**src/design/srcPkg.sv**
```systemverilog
package srcPkg;

    localparam int dataWidth = 32;                  // bus and register width.
    localparam int regCount = 16;
    localparam int regIdxWidth = $clog2(regCount);
    localparam int memDepth = 256;
    localparam int memAddrWidth = $clog2(memDepth);
    localparam int memLatency = 2;                  // read strobe to valid data.

    // instruction field layout
    localparam int opcodeWidth = 5;
    localparam int opcodeMsb = 31;
    localparam int raMsb = 26;
    localparam int rbMsb = 22;
    localparam int rcMsb = 18;
    localparam int constWidth = 19;                 // sign-extended immediate.

    typedef enum logic [opcodeWidth-1:0] {
        opAdd  = 5'b00011,
        opSub  = 5'b00100,
        opAnd  = 5'b01001,
        opOr   = 5'b01010,
        opAddi = 5'b01011,
        opMul  = 5'b01110,
        opIn   = 5'b10101,
        opOut  = 5'b10110,
        opMfhi = 5'b10111,
        opMflo = 5'b11000,
        opNop  = 5'b11010,
        opHalt = 5'b11011
    } opcodeT;

    typedef enum logic [2:0] {
        aluAdd, aluSub, aluAnd, aluOr, aluMul, aluIncPc
    } aluOpT;

    typedef enum logic [3:0] {
        stIdle, stT0, stT1, stWait1, stWait2,
        stT2, stT3, stT4, stT5, stT6, stHalted
    } stepT;

endpackage

```
**src/design/datapathCtrlIf.sv**
```systemverilog
`timescale 1ns/1ps

interface datapathCtrlIf import srcPkg::*; ();

    // bus drivers
    logic pcOut, mdrOut, zLowOut, zHighOut, hiOut, loOut;
    logic regOut, constOut, inPortOut;

    // loads from the bus
    logic pcIn, irIn, marIn, mdrIn, yIn, zIn, hiIn, loIn;
    logic regIn, outPortIn;

    logic gra, grb, grc;     // register field select.
    aluOpT aluOp;
    opcodeT irOpcode;        // back to the sequencer.

    modport sequencer (
        output pcOut, mdrOut, zLowOut, zHighOut, hiOut, loOut,
        output regOut, constOut, inPortOut,
        output pcIn, irIn, marIn, mdrIn, yIn, zIn, hiIn, loIn,
        output regIn, outPortIn,
        output gra, grb, grc, aluOp,
        input  irOpcode
    );

    modport datapath (
        input  pcOut, mdrOut, zLowOut, zHighOut, hiOut, loOut,
        input  regOut, constOut, inPortOut,
        input  pcIn, irIn, marIn, mdrIn, yIn, zIn, hiIn, loIn,
        input  regIn, outPortIn,
        input  gra, grb, grc, aluOp,
        output irOpcode
    );

endinterface

```
**src/design/controlSequencer.sv**
```systemverilog
`timescale 1ns/1ps

module controlSequencer import srcPkg::*; (
    input  logic clock,
    input  logic reset,
    input  logic run,
    output logic memRead,
    output logic halted,
    datapathCtrlIf.sequencer ctrl
);

    stepT step, nextStep;
    logic isTwoOperand;

    function automatic aluOpT aluOpFor(opcodeT op);
        case (op)
            opSub:   return aluSub;
            opAnd:   return aluAnd;
            opOr:    return aluOr;
            opMul:   return aluMul;
            default: return aluAdd;           // add and addi.
        endcase
    endfunction

    assign isTwoOperand = ctrl.irOpcode inside {opAdd, opSub, opAnd, opOr, opAddi, opMul};

    always_ff @(posedge clock) begin
        if (reset) begin
            step <= stIdle;
        end else begin
            step <= nextStep;
        end
    end

    always_comb begin
        nextStep = step;
        case (step)
            stIdle:   nextStep = run ? stT0 : stIdle;
            stT0:     nextStep = stT1;
            stT1:     nextStep = stWait1;
            stWait1:  nextStep = stWait2;
            stWait2:  nextStep = stT2;
            stT2:     nextStep = stT3;
            stT3: begin
                if (isTwoOperand) begin
                    nextStep = stT4;
                end else if (ctrl.irOpcode == opHalt) begin
                    nextStep = stHalted;
                end else begin
                    nextStep = stT0;          // single-step ops and nop.
                end
            end
            stT4:     nextStep = stT5;
            stT5:     nextStep = (ctrl.irOpcode == opMul) ? stT6 : stT0;
            stT6:     nextStep = stT0;
            stHalted: nextStep = stHalted;
            default:  nextStep = stIdle;
        endcase
    end

    assign memRead = (step == stT1);
    assign halted = (step == stHalted);

    // strobe decode
    always_comb begin
        ctrl.pcOut = 1'b0;
        ctrl.mdrOut = 1'b0;
        ctrl.zLowOut = 1'b0;
        ctrl.zHighOut = 1'b0;
        ctrl.hiOut = 1'b0;
        ctrl.loOut = 1'b0;
        ctrl.regOut = 1'b0;
        ctrl.constOut = 1'b0;
        ctrl.inPortOut = 1'b0;
        ctrl.pcIn = 1'b0;
        ctrl.irIn = 1'b0;
        ctrl.marIn = 1'b0;
        ctrl.mdrIn = 1'b0;
        ctrl.yIn = 1'b0;
        ctrl.zIn = 1'b0;
        ctrl.hiIn = 1'b0;
        ctrl.loIn = 1'b0;
        ctrl.regIn = 1'b0;
        ctrl.outPortIn = 1'b0;
        ctrl.gra = 1'b0;
        ctrl.grb = 1'b0;
        ctrl.grc = 1'b0;
        ctrl.aluOp = aluAdd;
        case (step)
            stT0: begin
                ctrl.pcOut = 1'b1;            // pc to mar, pc + 1 into z.
                ctrl.marIn = 1'b1;
                ctrl.aluOp = aluIncPc;
                ctrl.zIn = 1'b1;
            end
            stT1: begin
                ctrl.zLowOut = 1'b1;
                ctrl.pcIn = 1'b1;
            end
            stWait2: ctrl.mdrIn = 1'b1;       // memory data valid here.
            stT2: begin
                ctrl.mdrOut = 1'b1;
                ctrl.irIn = 1'b1;
            end
            stT3: begin
                case (ctrl.irOpcode)
                    opAdd, opSub, opAnd, opOr, opAddi, opMul: begin
                        ctrl.grb = 1'b1;
                        ctrl.regOut = 1'b1;
                        ctrl.yIn = 1'b1;
                    end
                    opMfhi: begin
                        ctrl.hiOut = 1'b1;
                        ctrl.gra = 1'b1;
                        ctrl.regIn = 1'b1;
                    end
                    opMflo: begin
                        ctrl.loOut = 1'b1;
                        ctrl.gra = 1'b1;
                        ctrl.regIn = 1'b1;
                    end
                    opIn: begin
                        ctrl.inPortOut = 1'b1;
                        ctrl.gra = 1'b1;
                        ctrl.regIn = 1'b1;
                    end
                    opOut: begin
                        ctrl.gra = 1'b1;
                        ctrl.regOut = 1'b1;
                        ctrl.outPortIn = 1'b1;
                    end
                    default: ;                // nop and halt.
                endcase
            end
            stT4: begin
                if (ctrl.irOpcode == opAddi) begin
                    ctrl.constOut = 1'b1;
                end else begin
                    ctrl.grc = 1'b1;
                    ctrl.regOut = 1'b1;
                end
                ctrl.aluOp = aluOpFor(ctrl.irOpcode);
                ctrl.zIn = 1'b1;
            end
            stT5: begin
                ctrl.zLowOut = 1'b1;
                if (ctrl.irOpcode == opMul) begin
                    ctrl.loIn = 1'b1;
                end else begin
                    ctrl.gra = 1'b1;
                    ctrl.regIn = 1'b1;
                end
            end
            stT6: begin
                ctrl.zHighOut = 1'b1;         // upper product word.
                ctrl.hiIn = 1'b1;
            end
            default: ;
        endcase
    end

endmodule

```
**src/flat_wrapper.sv**
```systemverilog
// flat-port wrapper written by rule: the top's interface ports become plain ports
module controlSequencer_flat import srcPkg::*;
  (clock, reset, run, memRead, halted, ctrl_pcOut, ctrl_mdrOut, ctrl_zLowOut, ctrl_zHighOut, ctrl_hiOut, ctrl_loOut, ctrl_regOut, ctrl_constOut, ctrl_inPortOut, ctrl_pcIn, ctrl_irIn, ctrl_marIn, ctrl_mdrIn, ctrl_yIn, ctrl_zIn, ctrl_hiIn, ctrl_loIn, ctrl_regIn, ctrl_outPortIn, ctrl_gra, ctrl_grb, ctrl_grc, ctrl_aluOp, ctrl_irOpcode);
  datapathCtrlIf ctrl_i ();
  input  logic clock;
  input  logic reset;
  input  logic run;
  output logic memRead;
  output logic halted;
  output wire logic [$bits(ctrl_i.pcOut)-1:0] ctrl_pcOut;
  output wire logic [$bits(ctrl_i.mdrOut)-1:0] ctrl_mdrOut;
  output wire logic [$bits(ctrl_i.zLowOut)-1:0] ctrl_zLowOut;
  output wire logic [$bits(ctrl_i.zHighOut)-1:0] ctrl_zHighOut;
  output wire logic [$bits(ctrl_i.hiOut)-1:0] ctrl_hiOut;
  output wire logic [$bits(ctrl_i.loOut)-1:0] ctrl_loOut;
  output wire logic [$bits(ctrl_i.regOut)-1:0] ctrl_regOut;
  output wire logic [$bits(ctrl_i.constOut)-1:0] ctrl_constOut;
  output wire logic [$bits(ctrl_i.inPortOut)-1:0] ctrl_inPortOut;
  output wire logic [$bits(ctrl_i.pcIn)-1:0] ctrl_pcIn;
  output wire logic [$bits(ctrl_i.irIn)-1:0] ctrl_irIn;
  output wire logic [$bits(ctrl_i.marIn)-1:0] ctrl_marIn;
  output wire logic [$bits(ctrl_i.mdrIn)-1:0] ctrl_mdrIn;
  output wire logic [$bits(ctrl_i.yIn)-1:0] ctrl_yIn;
  output wire logic [$bits(ctrl_i.zIn)-1:0] ctrl_zIn;
  output wire logic [$bits(ctrl_i.hiIn)-1:0] ctrl_hiIn;
  output wire logic [$bits(ctrl_i.loIn)-1:0] ctrl_loIn;
  output wire logic [$bits(ctrl_i.regIn)-1:0] ctrl_regIn;
  output wire logic [$bits(ctrl_i.outPortIn)-1:0] ctrl_outPortIn;
  output wire logic [$bits(ctrl_i.gra)-1:0] ctrl_gra;
  output wire logic [$bits(ctrl_i.grb)-1:0] ctrl_grb;
  output wire logic [$bits(ctrl_i.grc)-1:0] ctrl_grc;
  output wire logic [$bits(ctrl_i.aluOp)-1:0] ctrl_aluOp;
  input wire logic [$bits(ctrl_i.irOpcode)-1:0] ctrl_irOpcode;
  assign ctrl_pcOut = ctrl_i.pcOut;
  assign ctrl_mdrOut = ctrl_i.mdrOut;
  assign ctrl_zLowOut = ctrl_i.zLowOut;
  assign ctrl_zHighOut = ctrl_i.zHighOut;
  assign ctrl_hiOut = ctrl_i.hiOut;
  assign ctrl_loOut = ctrl_i.loOut;
  assign ctrl_regOut = ctrl_i.regOut;
  assign ctrl_constOut = ctrl_i.constOut;
  assign ctrl_inPortOut = ctrl_i.inPortOut;
  assign ctrl_pcIn = ctrl_i.pcIn;
  assign ctrl_irIn = ctrl_i.irIn;
  assign ctrl_marIn = ctrl_i.marIn;
  assign ctrl_mdrIn = ctrl_i.mdrIn;
  assign ctrl_yIn = ctrl_i.yIn;
  assign ctrl_zIn = ctrl_i.zIn;
  assign ctrl_hiIn = ctrl_i.hiIn;
  assign ctrl_loIn = ctrl_i.loIn;
  assign ctrl_regIn = ctrl_i.regIn;
  assign ctrl_outPortIn = ctrl_i.outPortIn;
  assign ctrl_gra = ctrl_i.gra;
  assign ctrl_grb = ctrl_i.grb;
  assign ctrl_grc = ctrl_i.grc;
  assign ctrl_aluOp = ctrl_i.aluOp;
  assign ctrl_i.irOpcode = ctrl_irOpcode;
  controlSequencer u_core (.clock(clock), .reset(reset), .run(run), .memRead(memRead), .halted(halted), .ctrl(ctrl_i));
endmodule
```
**config.mk**
```make
export PLATFORM = sky130hd
export DESIGN_NAME = controlSequencer_flat
export DESIGN_NICKNAME = d
export VERILOG_FILES = /design/src/design/srcPkg.sv /design/src/design/datapathCtrlIf.sv /design/src/design/controlSequencer.sv /design/src/flat_wrapper.sv
export SDC_FILE = /design/constraint.sdc
export NUM_CORES = 1
export LEC_CHECK = 0
export BUFFER_PORTS_ARGS = -buffer_cell sky130_fd_sc_hd__buf_2
export CORE_MARGIN = 5
export CORE_UTILIZATION = 47
export DETAILED_ROUTE_END_ITERATION = 12
export GPL_TIMING_DRIVEN = 0
export PLACE_DENSITY = 0.84
export SLEW_MARGIN = 10
export SYNTH_ARGS = -nofsm -noshare
export SYNTH_HDL_FRONTEND = slang
export SYNTH_SLANG_ARGS = --single-unit
```
**constraint.sdc**
```tcl
create_clock -name clock -period 2.15 [get_ports clock]
set_input_delay 0.215 -clock clock [delete_from_list [all_inputs] [get_ports clock]]
set_output_delay 0.215 -clock clock [all_outputs]
set_load 0.02 [all_outputs]
```
==> metrics.txt <==
status=complete, no violations; die height=between 40 and 50 microns; share of the synthesized area in the top cell type=about an eighth; WHS=roughly 270 ps; register area share after synthesis=between 10 and 15%; port bufs=34; initial antenna violation count=0; Synth Area in Simple Gates=between 40% and 50%; RR Endpoint=u_core.step[2]$_SDFF_PP0_; Worst Path Max Fanout=10; Synth area leaders=dfxtp_1 12%, nor2_1 8.7%, nand2b_1 6.8%; initial DRC count=17; Synth Area in Compound Gates=between 10% and 20%; gr usage total=19.1%; Worst Hold End=u_core.step[2]$_SDFF_PP0_; num ports=35; antenna viol nets, final=0; CTS max path bufs=2; syn nets=between 100 and 150; Initial Utilization=around half; Root Driver=clkbuf_4; crit path DAT=1620 ps; top cells by count, synth=15 x nor2_1, 10 x nand2_1; total leakage power=between 0.4 and 0.5 nW; CP max-delay cell=dfxtp_1; chip width=approximately 47 microns; Crit Path Class=reg2out; crit-path max cell delay=400 ps; Final nets=145; Avg Vias per Cell=5.14; WHS Path Cells=4; Post-Synth XOR/XNOR Area=roughly 2.7%; H-tree Lvls=1; Routed WL per cell=12.2 microns; GPL Wtd Cong=0.804; Synth-to-Final Area Change=32.8%; DP Area=roughly 830 sq um; Reg-to-Reg Start=u_core.step[2]$_SDFF_PP0_; residual DRC count=0; clock buffer count from CTS=3; post-CTS setup buffer count=0; FP Rows=13; DIE AREA=roughly 2200 sq um; Post-Syn Area=approximately 650 sq um; detailed-route via count=771; CTS sink cnt=4; mux contribution to synthesized area=0%; Achievable Freq=between 0.5 and 0.6 GHz; synth unique cells=32; syn avg cell area=6.59 sq um; Worst EP required=about 1900 ps; Clock transition at path regs=roughly 40 ps; fin. max-slew vios=0; Yosys top cell by area=dfxtp_1; Final HPWL DP=approximately 1500 microns; clk_lat worst skew=230 ps; Final period util=85.3%; reg2reg path depth=4; Final Hold Vio Count=0; First-pass DRT Iterations=4; final instance area=~860 sq um; setup TNS=0 ps; max-cap violations=0; WL final=1830 microns; Async S/R FF share, synth=0%; crit-path cells=buf_6, and4bb_4, nand2_1, o311ai_2, buf_2; synth warn=0; Slew headroom=between 70% and 80%; gr ovfl total=0; Post-synth EDFFs=0; TritonCTS clock tree=built; hold_sp=reset; worst slew pin tran=404 ps; power density over cell area=500 nW/um^2; first-pass GRT wire length=between 3000 and 4000 microns; number of global-route vias before repair=750; largest net degree at the start of global routing=11; Layout Skew=around 1.4 ps; # diodes=0; RSZ-0062 raised after global routing=no; Mapped Cells=98; Final setup violation count=0; post-synthesis sequential element count=4; FF-to-FF setup slack=870 ps; Startpoint Class=flop; combinational family with the most area after synthesis=simple AND/OR/NAND/NOR gates; worst hold-check path type=in2reg; count leader, synth=nor2_1; largest reg by FF count=u_core.step; Worst VDD drop=about 430 uV; Resized Gates After CTS=0; Post-CTS Hold Buffers=0; CP Capture Type=output pin; Post-Synth Adder-Cell Area=0%; share of cells above drive strength 1=43.0%; Largest register FFs=4; largest registers=u_core.step x4; core area=between 1000 and 1500 sq um; top_reg_cell synth=dfxtp_1; final critical path time including I/O delays and setup=about 1800 ps
-- power by group --
| group | switching [mW] | total, mW | internal [mW] |
|---|---|---|---|
| registers | 0.00900 | 0.0941 | 0.0851 |
| clock network | 0.0311 | 0.0936 | 0.0625 |
| logic | 0.146 | 0.241 | 0.0949 |
| total | 0.186 | 0.429 | 0.242 |
-- cell usage in the layout (no fill, tap or decap), types with 2 or more instances in the layout --
| cell type | n |
|---|---|
| buf_4 | 5 |
| nand3_1 | 3 |
| buf_6 | 2 |
| clkbuf_4 | 3 |
| nor3_1 | 7 |
| nor3b_1 | 2 |
| nor2_1 | 15 |
| a21oi_1 | 3 |
| xnor2_1 | 2 |
| dfxtp_1 | 4 |
| nand2_1 | 10 |
| a31oi_1 | 3 |
| buf_2 | 38 |
| nand2b_1 | 7 |
| o21ai_0 | 7 |
| inv_1 | 7 |
-- worst max-delay path: cells and delay by family, from the launching register on --
kind / cells / cell delay, ps
AOI/OAI and AO/OA: 1 / 260
buffers and inverters: 2 / 370
DFF: 1 / 400
and+or+nand+nor: 2 / 360
-- cell families after synthesis --
logic type | count (synthesis)
flops | 4
simple gates | 56
buf+inv | 18
compound gates | 18
xor+xnor | 2
-- cell type report --
class,instances,area (sq um)
Fill cell,126,444
Inverter,7,26.3
Timing Repair Buffer,34,170
Sequential cell,4,80.1
Tap cell,15,18.8
Clock buffer,3,22.5
Multi-Input combinational cell,76,459
Buffer,11,80.1
-- metrics by stage --
| stage | cells | total power, mW | setup slack (ps) | util, % |
|---|---|---|---|---|
| 2_1_floorplan | 98 | 0.268 | 496 | - |
| 3_3_place_gp | 147 | 0.328 | 527 | 64.1 |
| 3_5_place_dp | 147 | 0.337 | 515 | 64.1 |
| 4_1_cts | 150 | 0.432 | 310 | 65.9 |
| 5_1_grt | 150 | 0.465 | 205 | 65.9 |
| 6_report | 150 | 0.429 | 315 | 65.9 |
-- worst max-delay path by stage --
stage	start	to	slack (ps)	cells after the start
3_3_place_gp	ctrl_irOpcode[1]	ctrl_yIn	530	8
4_1_cts	u_core.step[0]$_SDFF_PP0_	ctrl_aluOp[0]	310	5
5_1_grt	u_core.step[0]$_SDFF_PP0_	ctrl_aluOp[0]	210	5
6_report	u_core.step[2]$_SDFF_PP0_	ctrl_regOut	320	5
2_1_floorplan	u_core.step[3]$_SDFF_PP0_	ctrl_aluOp[1]	500	4
3_5_place_dp	ctrl_irOpcode[1]	ctrl_yIn	520	8
-- metal layers --
layer  share of wire [%]  vias up  GRT usage [%]
li1                    -      402              -
met1                  44      343           22.7
met2                  50       26           33.9
met3                 6.7        0           4.98
met4                   0        0           4.42
met5                   0        -              0
Power figures use the tool's default switching activity.
