## src/design/srcPkg.sv

```systemverilog
package srcPkg;

    localparam int dataWidth = 32;                  // bus and register width.
    localparam int regCount = 16;
    localparam int regIdxWidth = $clog2(regCount);
    localparam int memDepth = 256;
    localparam int memAddrWidth = $clog2(memDepth);
    localparam int memLatency = 2;                  // read strobe to valid data.

    // instruction field layout
    localparam int opcodeWidth = 5;
    localparam int opcodeMsb = 31;
    localparam int raMsb = 26;
    localparam int rbMsb = 22;
    localparam int rcMsb = 18;
    localparam int constWidth = 19;                 // sign-extended immediate.

    typedef enum logic [opcodeWidth-1:0] {
        opAdd  = 5'b00011,
        opSub  = 5'b00100,
        opAnd  = 5'b01001,
        opOr   = 5'b01010,
        opAddi = 5'b01011,
        opMul  = 5'b01110,
        opIn   = 5'b10101,
        opOut  = 5'b10110,
        opMfhi = 5'b10111,
        opMflo = 5'b11000,
        opNop  = 5'b11010,
        opHalt = 5'b11011
    } opcodeT;

    typedef enum logic [2:0] {
        aluAdd, aluSub, aluAnd, aluOr, aluMul, aluIncPc
    } aluOpT;

    typedef enum logic [3:0] {
        stIdle, stT0, stT1, stWait1, stWait2,
        stT2, stT3, stT4, stT5, stT6, stHalted
    } stepT;

endpackage

```

## src/design/datapathCtrlIf.sv

```systemverilog
`timescale 1ns/1ps

interface datapathCtrlIf import srcPkg::*; ();

    // bus drivers
    logic pcOut, mdrOut, zLowOut, zHighOut, hiOut, loOut;
    logic regOut, constOut, inPortOut;

    // loads from the bus
    logic pcIn, irIn, marIn, mdrIn, yIn, zIn, hiIn, loIn;
    logic regIn, outPortIn;

    logic gra, grb, grc;     // register field select.
    aluOpT aluOp;
    opcodeT irOpcode;        // back to the sequencer.

    modport sequencer (
        output pcOut, mdrOut, zLowOut, zHighOut, hiOut, loOut,
        output regOut, constOut, inPortOut,
        output pcIn, irIn, marIn, mdrIn, yIn, zIn, hiIn, loIn,
        output regIn, outPortIn,
        output gra, grb, grc, aluOp,
        input  irOpcode
    );

    modport datapath (
        input  pcOut, mdrOut, zLowOut, zHighOut, hiOut, loOut,
        input  regOut, constOut, inPortOut,
        input  pcIn, irIn, marIn, mdrIn, yIn, zIn, hiIn, loIn,
        input  regIn, outPortIn,
        input  gra, grb, grc, aluOp,
        output irOpcode
    );

endinterface

```

## src/design/aluUnit.sv

```systemverilog
`timescale 1ns/1ps

module aluUnit import srcPkg::*; (
    input  aluOpT aluOp,
    input  logic [dataWidth-1:0] yValue,
    input  logic [dataWidth-1:0] busValue,
    output logic [2*dataWidth-1:0] result
);

    logic signed [2*dataWidth-1:0] product;
    logic [dataWidth-1:0] lowWord;

    assign product = $signed(yValue) * $signed(busValue);   // full signed product.

    always_comb begin
        case (aluOp)
            aluAdd:   lowWord = yValue + busValue;
            aluSub:   lowWord = yValue - busValue;
            aluAnd:   lowWord = yValue & busValue;
            aluOr:    lowWord = yValue | busValue;
            aluIncPc: lowWord = busValue + dataWidth'(1);
            default:  lowWord = '0;
        endcase
    end

    // only multiply fills the high word
    always_comb begin
        if (aluOp == aluMul) begin
            result = product;
        end else begin
            result = {{dataWidth{1'b0}}, lowWord};
        end
    end

endmodule

```

## src/design/datapathCore.sv

```systemverilog
`timescale 1ns/1ps

module datapathCore import srcPkg::*; (
    input  logic clock,
    input  logic reset,
    datapathCtrlIf.datapath ctrl,
    input  logic [dataWidth-1:0] memData,
    output logic [memAddrWidth-1:0] memAddress,
    input  logic [dataWidth-1:0] inData,
    output logic [dataWidth-1:0] outData,
    output logic outValid
);

    logic [dataWidth-1:0] pc, ir, mdr, y, hi, lo;
    logic [dataWidth-1:0] inPort, outPort;
    logic [memAddrWidth-1:0] mar;
    logic [2*dataWidth-1:0] z, aluResult;
    logic [dataWidth-1:0] bus, regValue, constValue;

    registerFile registerFile_inst (
        .clock  (clock),
        .reset  (reset),
        .ctrl   (ctrl),
        .irWord (ir),
        .busIn  (bus),
        .busOut (regValue)
    );

    aluUnit aluUnit_inst (
        .aluOp    (ctrl.aluOp),
        .yValue   (y),
        .busValue (bus),
        .result   (aluResult)
    );

    assign constValue = {{(dataWidth-constWidth){ir[constWidth-1]}}, ir[constWidth-1:0]};

    // one driver at a time, idle bus reads zero
    always_comb begin
        if (ctrl.pcOut) begin
            bus = pc;
        end else if (ctrl.mdrOut) begin
            bus = mdr;
        end else if (ctrl.zLowOut) begin
            bus = z[dataWidth-1:0];
        end else if (ctrl.zHighOut) begin
            bus = z[2*dataWidth-1:dataWidth];
        end else if (ctrl.hiOut) begin
            bus = hi;
        end else if (ctrl.loOut) begin
            bus = lo;
        end else if (ctrl.regOut) begin
            bus = regValue;
        end else if (ctrl.constOut) begin
            bus = constValue;
        end else if (ctrl.inPortOut) begin
            bus = inPort;
        end else begin
            bus = '0;
        end
    end

    always_ff @(posedge clock) begin
        if (reset) begin
            pc <= '0;
            ir <= '0;
            outValid <= 1'b0;
        end else begin
            if (ctrl.pcIn) pc <= bus;
            if (ctrl.irIn) ir <= bus;
            outValid <= ctrl.outPortIn;   // one cycle after the out step.
        end
    end

    always_ff @(posedge clock) begin
        inPort <= inData;                 // sampled every cycle.
        if (ctrl.marIn) mar <= bus[memAddrWidth-1:0];
        if (ctrl.mdrIn) mdr <= memData;
        if (ctrl.yIn) y <= bus;
        if (ctrl.zIn) z <= aluResult;
        if (ctrl.hiIn) hi <= bus;
        if (ctrl.loIn) lo <= bus;
        if (ctrl.outPortIn) outPort <= bus;
    end

    assign ctrl.irOpcode = opcodeT'(ir[opcodeMsb -: opcodeWidth]);
    assign memAddress = mar;
    assign outData = outPort;

endmodule

```

## src/design/registerFile.sv

```systemverilog
`timescale 1ns/1ps

module registerFile import srcPkg::*; (
    input  logic clock,
    input  logic reset,
    datapathCtrlIf.datapath ctrl,
    input  logic [dataWidth-1:0] irWord,
    input  logic [dataWidth-1:0] busIn,
    output logic [dataWidth-1:0] busOut
);

    logic [dataWidth-1:0] regs [regCount];
    logic [regIdxWidth-1:0] regSel;

    always_comb begin
        if (ctrl.gra) begin
            regSel = irWord[raMsb -: regIdxWidth];
        end else if (ctrl.grb) begin
            regSel = irWord[rbMsb -: regIdxWidth];
        end else if (ctrl.grc) begin
            regSel = irWord[rcMsb -: regIdxWidth];
        end else begin
            regSel = '0;
        end
    end

    assign busOut = (regSel == '0) ? '0 : regs[regSel];   // r0 is hardwired zero.

    always_ff @(posedge clock) begin
        if (reset) begin
            for (int i = 0; i < regCount; i++) begin
                regs[i] <= '0;
            end
        end else if (ctrl.regIn && regSel != '0) begin
            regs[regSel] <= busIn;
        end
    end

endmodule

```

## src/flat_wrapper.sv

```systemverilog
// flat-port wrapper written by rule: the top's interface ports become plain ports
module datapathCore_flat import srcPkg::*;
  (clock, reset, memData, memAddress, inData, outData, outValid, ctrl_pcOut, ctrl_mdrOut, ctrl_zLowOut, ctrl_zHighOut, ctrl_hiOut, ctrl_loOut, ctrl_regOut, ctrl_constOut, ctrl_inPortOut, ctrl_pcIn, ctrl_irIn, ctrl_marIn, ctrl_mdrIn, ctrl_yIn, ctrl_zIn, ctrl_hiIn, ctrl_loIn, ctrl_regIn, ctrl_outPortIn, ctrl_gra, ctrl_grb, ctrl_grc, ctrl_aluOp, ctrl_irOpcode);
  datapathCtrlIf ctrl_i ();
  input  logic clock;
  input  logic reset;
  input  logic [dataWidth-1:0] memData;
  output logic [memAddrWidth-1:0] memAddress;
  input  logic [dataWidth-1:0] inData;
  output logic [dataWidth-1:0] outData;
  output logic outValid;
  input wire logic [$bits(ctrl_i.pcOut)-1:0] ctrl_pcOut;
  input wire logic [$bits(ctrl_i.mdrOut)-1:0] ctrl_mdrOut;
  input wire logic [$bits(ctrl_i.zLowOut)-1:0] ctrl_zLowOut;
  input wire logic [$bits(ctrl_i.zHighOut)-1:0] ctrl_zHighOut;
  input wire logic [$bits(ctrl_i.hiOut)-1:0] ctrl_hiOut;
  input wire logic [$bits(ctrl_i.loOut)-1:0] ctrl_loOut;
  input wire logic [$bits(ctrl_i.regOut)-1:0] ctrl_regOut;
  input wire logic [$bits(ctrl_i.constOut)-1:0] ctrl_constOut;
  input wire logic [$bits(ctrl_i.inPortOut)-1:0] ctrl_inPortOut;
  input wire logic [$bits(ctrl_i.pcIn)-1:0] ctrl_pcIn;
  input wire logic [$bits(ctrl_i.irIn)-1:0] ctrl_irIn;
  input wire logic [$bits(ctrl_i.marIn)-1:0] ctrl_marIn;
  input wire logic [$bits(ctrl_i.mdrIn)-1:0] ctrl_mdrIn;
  input wire logic [$bits(ctrl_i.yIn)-1:0] ctrl_yIn;
  input wire logic [$bits(ctrl_i.zIn)-1:0] ctrl_zIn;
  input wire logic [$bits(ctrl_i.hiIn)-1:0] ctrl_hiIn;
  input wire logic [$bits(ctrl_i.loIn)-1:0] ctrl_loIn;
  input wire logic [$bits(ctrl_i.regIn)-1:0] ctrl_regIn;
  input wire logic [$bits(ctrl_i.outPortIn)-1:0] ctrl_outPortIn;
  input wire logic [$bits(ctrl_i.gra)-1:0] ctrl_gra;
  input wire logic [$bits(ctrl_i.grb)-1:0] ctrl_grb;
  input wire logic [$bits(ctrl_i.grc)-1:0] ctrl_grc;
  input wire logic [$bits(ctrl_i.aluOp)-1:0] ctrl_aluOp;
  output wire logic [$bits(ctrl_i.irOpcode)-1:0] ctrl_irOpcode;
  assign ctrl_i.pcOut = ctrl_pcOut;
  assign ctrl_i.mdrOut = ctrl_mdrOut;
  assign ctrl_i.zLowOut = ctrl_zLowOut;
  assign ctrl_i.zHighOut = ctrl_zHighOut;
  assign ctrl_i.hiOut = ctrl_hiOut;
  assign ctrl_i.loOut = ctrl_loOut;
  assign ctrl_i.regOut = ctrl_regOut;
  assign ctrl_i.constOut = ctrl_constOut;
  assign ctrl_i.inPortOut = ctrl_inPortOut;
  assign ctrl_i.pcIn = ctrl_pcIn;
  assign ctrl_i.irIn = ctrl_irIn;
  assign ctrl_i.marIn = ctrl_marIn;
  assign ctrl_i.mdrIn = ctrl_mdrIn;
  assign ctrl_i.yIn = ctrl_yIn;
  assign ctrl_i.zIn = ctrl_zIn;
  assign ctrl_i.hiIn = ctrl_hiIn;
  assign ctrl_i.loIn = ctrl_loIn;
  assign ctrl_i.regIn = ctrl_regIn;
  assign ctrl_i.outPortIn = ctrl_outPortIn;
  assign ctrl_i.gra = ctrl_gra;
  assign ctrl_i.grb = ctrl_grb;
  assign ctrl_i.grc = ctrl_grc;
  assign ctrl_i.aluOp = ctrl_aluOp;
  assign ctrl_irOpcode = ctrl_i.irOpcode;
  datapathCore u_core (.clock(clock), .reset(reset), .ctrl(ctrl_i), .memData(memData), .memAddress(memAddress), .inData(inData), .outData(outData), .outValid(outValid));
endmodule
```

## config.mk

```make
export PLATFORM = sky130hd
export DESIGN_NAME = datapathCore_flat
export DESIGN_NICKNAME = d
export VERILOG_FILES = /design/src/design/srcPkg.sv /design/src/design/datapathCtrlIf.sv /design/src/design/aluUnit.sv /design/src/design/datapathCore.sv /design/src/design/registerFile.sv /design/src/flat_wrapper.sv
export SDC_FILE = /design/constraint.sdc
export NUM_CORES = 2
export LEC_CHECK = 0
export BUFFER_PORTS_ARGS = -buffer_cell sky130_fd_sc_hd__buf_2
export CORE_MARGIN = 4
export CORE_UTILIZATION = 65
export CTS_CLUSTER_DIAMETER = 40
export DETAILED_ROUTE_END_ITERATION = 7
export PLACE_DENSITY_LB_ADDON = 0.15
export SYNTH_ARGS = -nofsm -noshare
export SYNTH_HDL_FRONTEND = slang
export SYNTH_SLANG_ARGS = --single-unit
```

## constraint.sdc

```tcl
create_clock -name clock -period 15.27 [get_ports clock]
set_clock_uncertainty 0.2 [all_clocks]
set_input_delay 3.054 -clock clock [delete_from_list [all_inputs] [get_ports clock]]
set_output_delay 3.054 -clock clock [all_outputs]
set_load 0.01 [all_outputs]
```

==> results.py <==
metrics = {
    "detailed_routing": {
        "drt_wl_total_mm": 266,
        "num_vias": 58561,
        "wire_per_inst_um": 28.8,
        "viasPerCell": 6.36,
        "drt-initial-drc-count": 7325,
        "first_pass_iters": 7,
        "post_route_antenna_net_violation_count": 0,
        "post-route-drc-count": 0,
    },
    "setup_path": {
        "r2r_setup_slack_ns": 2.91,
        "endpoint_kind": "register",
        "rr_endpoint": "u_core.z[47]$_SDFFCE_PN0P_",
        "slowest_delay_ns": 0.87,
        "cpMostUsedCell": "sky130_fd_sc_hd__fa_1",
        "setup.worst_path.start_class": "input pin",
        "startpoint": "ctrl_grb",
        "path_max_fanout": 51,
        "critPathKind": "input pin to register",
        "critical-path-slowest-cell": "sky130_fd_sc_hd__a21oi_4",
        "worst-endpoint-required_ns": 15.52,
        "critical_path.reg2reg.startpoint": "u_core.ir[16]$_SDFFE_PP0P_",
        "worstPathArrival_ns": 14.54,
        "r2r.worst_path.cells": 36,
    },
    "timing": {
        "min_period_over_period_pct": 93.6,
        "totalNegativeSetupSlack_ns": 0,
        "final-setup-viol-count": 0,
        "relSlewSlack_pct": 11.5,
        "report.final.slew_viol_count": 0,
        "post-route-min-period_ns": 14.29,
        "tightest_slew_ns": 1.32,
        "final-hold-violation-count": 0,
        "grt_setup_unrepaired": "false",
        "max_clock_freq_ghz": 0.0700,
    },
    "die": {
        "row_count": 123,
        "die_x_um": 346,
        "placeableCoreArea_um2": 113000,
        "pin_count": 137,
        "initial_utilization_pct": 65.8,
        "floorplan.die_area_um2": 120000,
        "die_height_um": 346,
    },
    "synth": {
        "synth_area_per_cell_um2": 9.81,
        "post-synth-top-area-fraction_pct": 29.2,
        "synth_edf_count": 724,
        "synth_top_flop_cell": "sky130_fd_sc_hd__edfxtp_1",
        "synth_commonest_cells": "1214 x sky130_fd_sc_hd__nor2_1, 1112 x sky130_fd_sc_hd__inv_1, 1084 x sky130_fd_sc_hd__fa_1",
        "syn-cell-area_um2": 74400,
        "post-synth-top-count-cell": "sky130_fd_sc_hd__nor2_1",
        "synth_seq_area_share_pct": 31.8,
        "postSynth.asyncResetShare_pct": 0,
        "yosys.area.top_type": "sky130_fd_sc_hd__edfxtp_1",
        "post_synth_main_area_contributors": "sky130_fd_sc_hd__edfxtp_1 29%, sky130_fd_sc_hd__fa_1 29%, sky130_fd_sc_hd__nor2_1 6.1%",
        "synth_cell_types": 79,
        "ys_seq_elements": 821,
        "yosysWarnings": 0,
        "postSynthCellCount": 7583,
    },
    "worst_hold_path": {
        "hold_end": "u_core.pc[20]$_SDFFE_PP0P_",
        "worst_hold_launch": "u_core.pc[20]$_SDFFE_PP0P_",
        "hold_depth": 2,
        "worstHoldPathType": "register to register",
    },
    "cells_and_area": {
        "area.growth.synth_to_final_pct": 8.69,
        "drive_gt1_share_pct": 8.56,
        "area.sequential_um2": 23700,
        "nFillCells": 8364,
        "final_nets": 9086,
        "area_taken_by_multi_input_logic_gates_um2": 44500,
    },
    "clock_tree": {
        "cts.repair_timing.setup_buffer_count": 0,
        "ctsRootBufferMaster": "sky130_fd_sc_hd__clkbuf_16",
        "ctsHtreeMaxLevel": 3,
        "ctsHoldBuffers": 0,
        "cts_sinks": 821,
        "tritoncts": "done",
        "path_clk_slew_ns": 0.06,
        "tritoncts.num_buffers": 111,
        "clock_path_buffers": 3,
        "clk_latency_worst_skew_pair_ns": 0.79,
        "post_cts.resized_instances": 0,
    },
    "global_routing": {
        "grt_usage_pct": 44.7,
        "pin_count_of_the_biggest_net_entering_global_routing": 65,
        "number_of_antenna_violations_at_the_first_check_in_global_routing": 10,
        "gr-total-overflow": 0,
        "first_pass_grt_wire_length_mm": 393,
        "via_count_of_the_first_global_routing_pass": 60576,
    },
    "job": {
        "max_cap_violations": 0,
    },
    "placed_design": {
        "io_buffer_count": 136,
        "detailed_place_hpwl_mm": 192,
        "globalplace.congestion": 1.03,
    },
    "status": {
        "status": "complete, no violations",
    },
}
stage by stage:
| stage | util [%] | worst slack (ns) | cells | hold slack [ns] | cell area [µm²] |
|---|---|---|---|---|---|
| 3_5_place_dp | 68.0 | 0.488 | 8987 | 0.280 | 77000 |
| 4_1_cts | 71.5 | 1.21 | 9199 | 0.289 | 80800 |
| 3_3_place_gp | 68.0 | 0.597 | 8987 | 0.273 | 77000 |
| 5_1_grt | 71.5 | 0.733 | 9199 | 0.302 | 80800 |
| 6_report | 71.5 | 0.977 | 9206 | 0.289 | 80900 |
| 2_1_floorplan | - | 2.57 | 7594 | 0.261 | 74400 |
worst max path at each step:
stage,to,slack (ns),cells after the start
2_1_floorplan,u_core.z[61]$_SDFFCE_PN0P_,2.57,39
3_3_place_gp,u_core.z[47]$_SDFFCE_PN0P_,0.60,35
3_5_place_dp,u_core.z[47]$_SDFFCE_PN0P_,0.49,37
4_1_cts,u_core.z[47]$_SDFFCE_PN0P_,1.21,37
5_1_grt,u_core.z[47]$_SDFFCE_PN0P_,0.73,37
6_report,u_core.z[47]$_SDFFCE_PN0P_,0.98,37
placed cells by master (no fill, tap or decap), types with 19 or more instances in the layout:
| cell | n |
|---|---|
| sky130_fd_sc_hd__a21oi_1 | 214 |
| sky130_fd_sc_hd__or3_1 | 19 |
| sky130_fd_sc_hd__a22oi_1 | 59 |
| sky130_fd_sc_hd__inv_2 | 19 |
| sky130_fd_sc_hd__dfxtp_1 | 97 |
| sky130_fd_sc_hd__xnor2_1 | 73 |
| sky130_fd_sc_hd__o21a_1 | 23 |
| sky130_fd_sc_hd__nand2_1 | 1032 |
| sky130_fd_sc_hd__o22ai_1 | 22 |
| sky130_fd_sc_hd__xor2_1 | 46 |
| sky130_fd_sc_hd__a221oi_1 | 24 |
| sky130_fd_sc_hd__and3_1 | 50 |
| sky130_fd_sc_hd__o21ai_0 | 114 |
| sky130_fd_sc_hd__ha_1 | 311 |
| sky130_fd_sc_hd__mux2i_1 | 84 |
| sky130_fd_sc_hd__nand3_1 | 186 |
| sky130_fd_sc_hd__inv_1 | 1112 |
| sky130_fd_sc_hd__clkinv_1 | 20 |
| sky130_fd_sc_hd__a31oi_1 | 23 |
| sky130_fd_sc_hd__nor3_1 | 37 |
| sky130_fd_sc_hd__nor2_1 | 1213 |
| sky130_fd_sc_hd__clkbuf_16 | 111 |
| sky130_fd_sc_hd__nor2b_1 | 24 |
| sky130_fd_sc_hd__nand2b_1 | 33 |
| sky130_fd_sc_hd__buf_2 | 135 |
| sky130_fd_sc_hd__a311oi_1 | 42 |
| sky130_fd_sc_hd__fa_1 | 1084 |
| sky130_fd_sc_hd__a211oi_1 | 77 |
| sky130_fd_sc_hd__buf_4 | 231 |
| sky130_fd_sc_hd__o21bai_1 | 20 |
| sky130_fd_sc_hd__a21o_1 | 54 |
| sky130_fd_sc_hd__edfxtp_1 | 724 |
| sky130_fd_sc_hd__o31ai_1 | 31 |
sequential cells by signal (all words and copies together) (netlist names), 27 cells and up:
register / count
u_core.ir: 27
u_core.mdr: 32
u_core.pc: 32
u_core.inPort: 32
u_core.z: 64
u_core.y: 32
u_core.hi: 32
u_core.lo: 32
u_core.registerFile_inst.regs: 492
u_core.outData: 32
cell type report:
type / count / area share (%)
inverters: 1141 / 5.30
well taps: 1500 / 2.32
clock buffers: 131 / 3.57
clock inverters: 81 / 1.25
flip-flops and latches: 821 / 29.3
repair buffers: 378 / 3.28
diodes: 7 / 0.0217
multi-input cells: 5147 / 55.0
per-layer routing:
layer | up-vias | global-route usage [%] | wire length [µm]
met5 | - | 0 | 46
met4 | 6 | 29.0 | 22800
met3 | 1165 | 14.3 | 37000
met2 | 4387 | 68.1 | 117000
met1 | 28843 | 55.6 | 88500
li1 | 24160 | - | -
kinds of logic after synthesis:
family,count (synthesis),synth area share [%]
AO/OA/AOI/OAI,856,7.80
XOR/XNOR,119,1.40
adder cells (fa/ha/maj),1395,34.4
buffers and inverters,1626,8.71
flip-flops,821,31.8
multiplexers,96,1.31
other,1,0.00504
AND/OR/NAND/NOR,2669,14.5
critical path, delay by kind of cell:
kind	cells	cell delay, ns
AO/OA/AOI/OAI	10	3.48
XOR/XNOR	1	0.16
adder cells (fa/ha/maj)	9	4.56
buffers and inverters	8	1.90
AND/OR/NAND/NOR	9	1.31
Power is not shown: default switching activity piles up to over one toggle a cycle in this logic, so the estimate is an artifact.
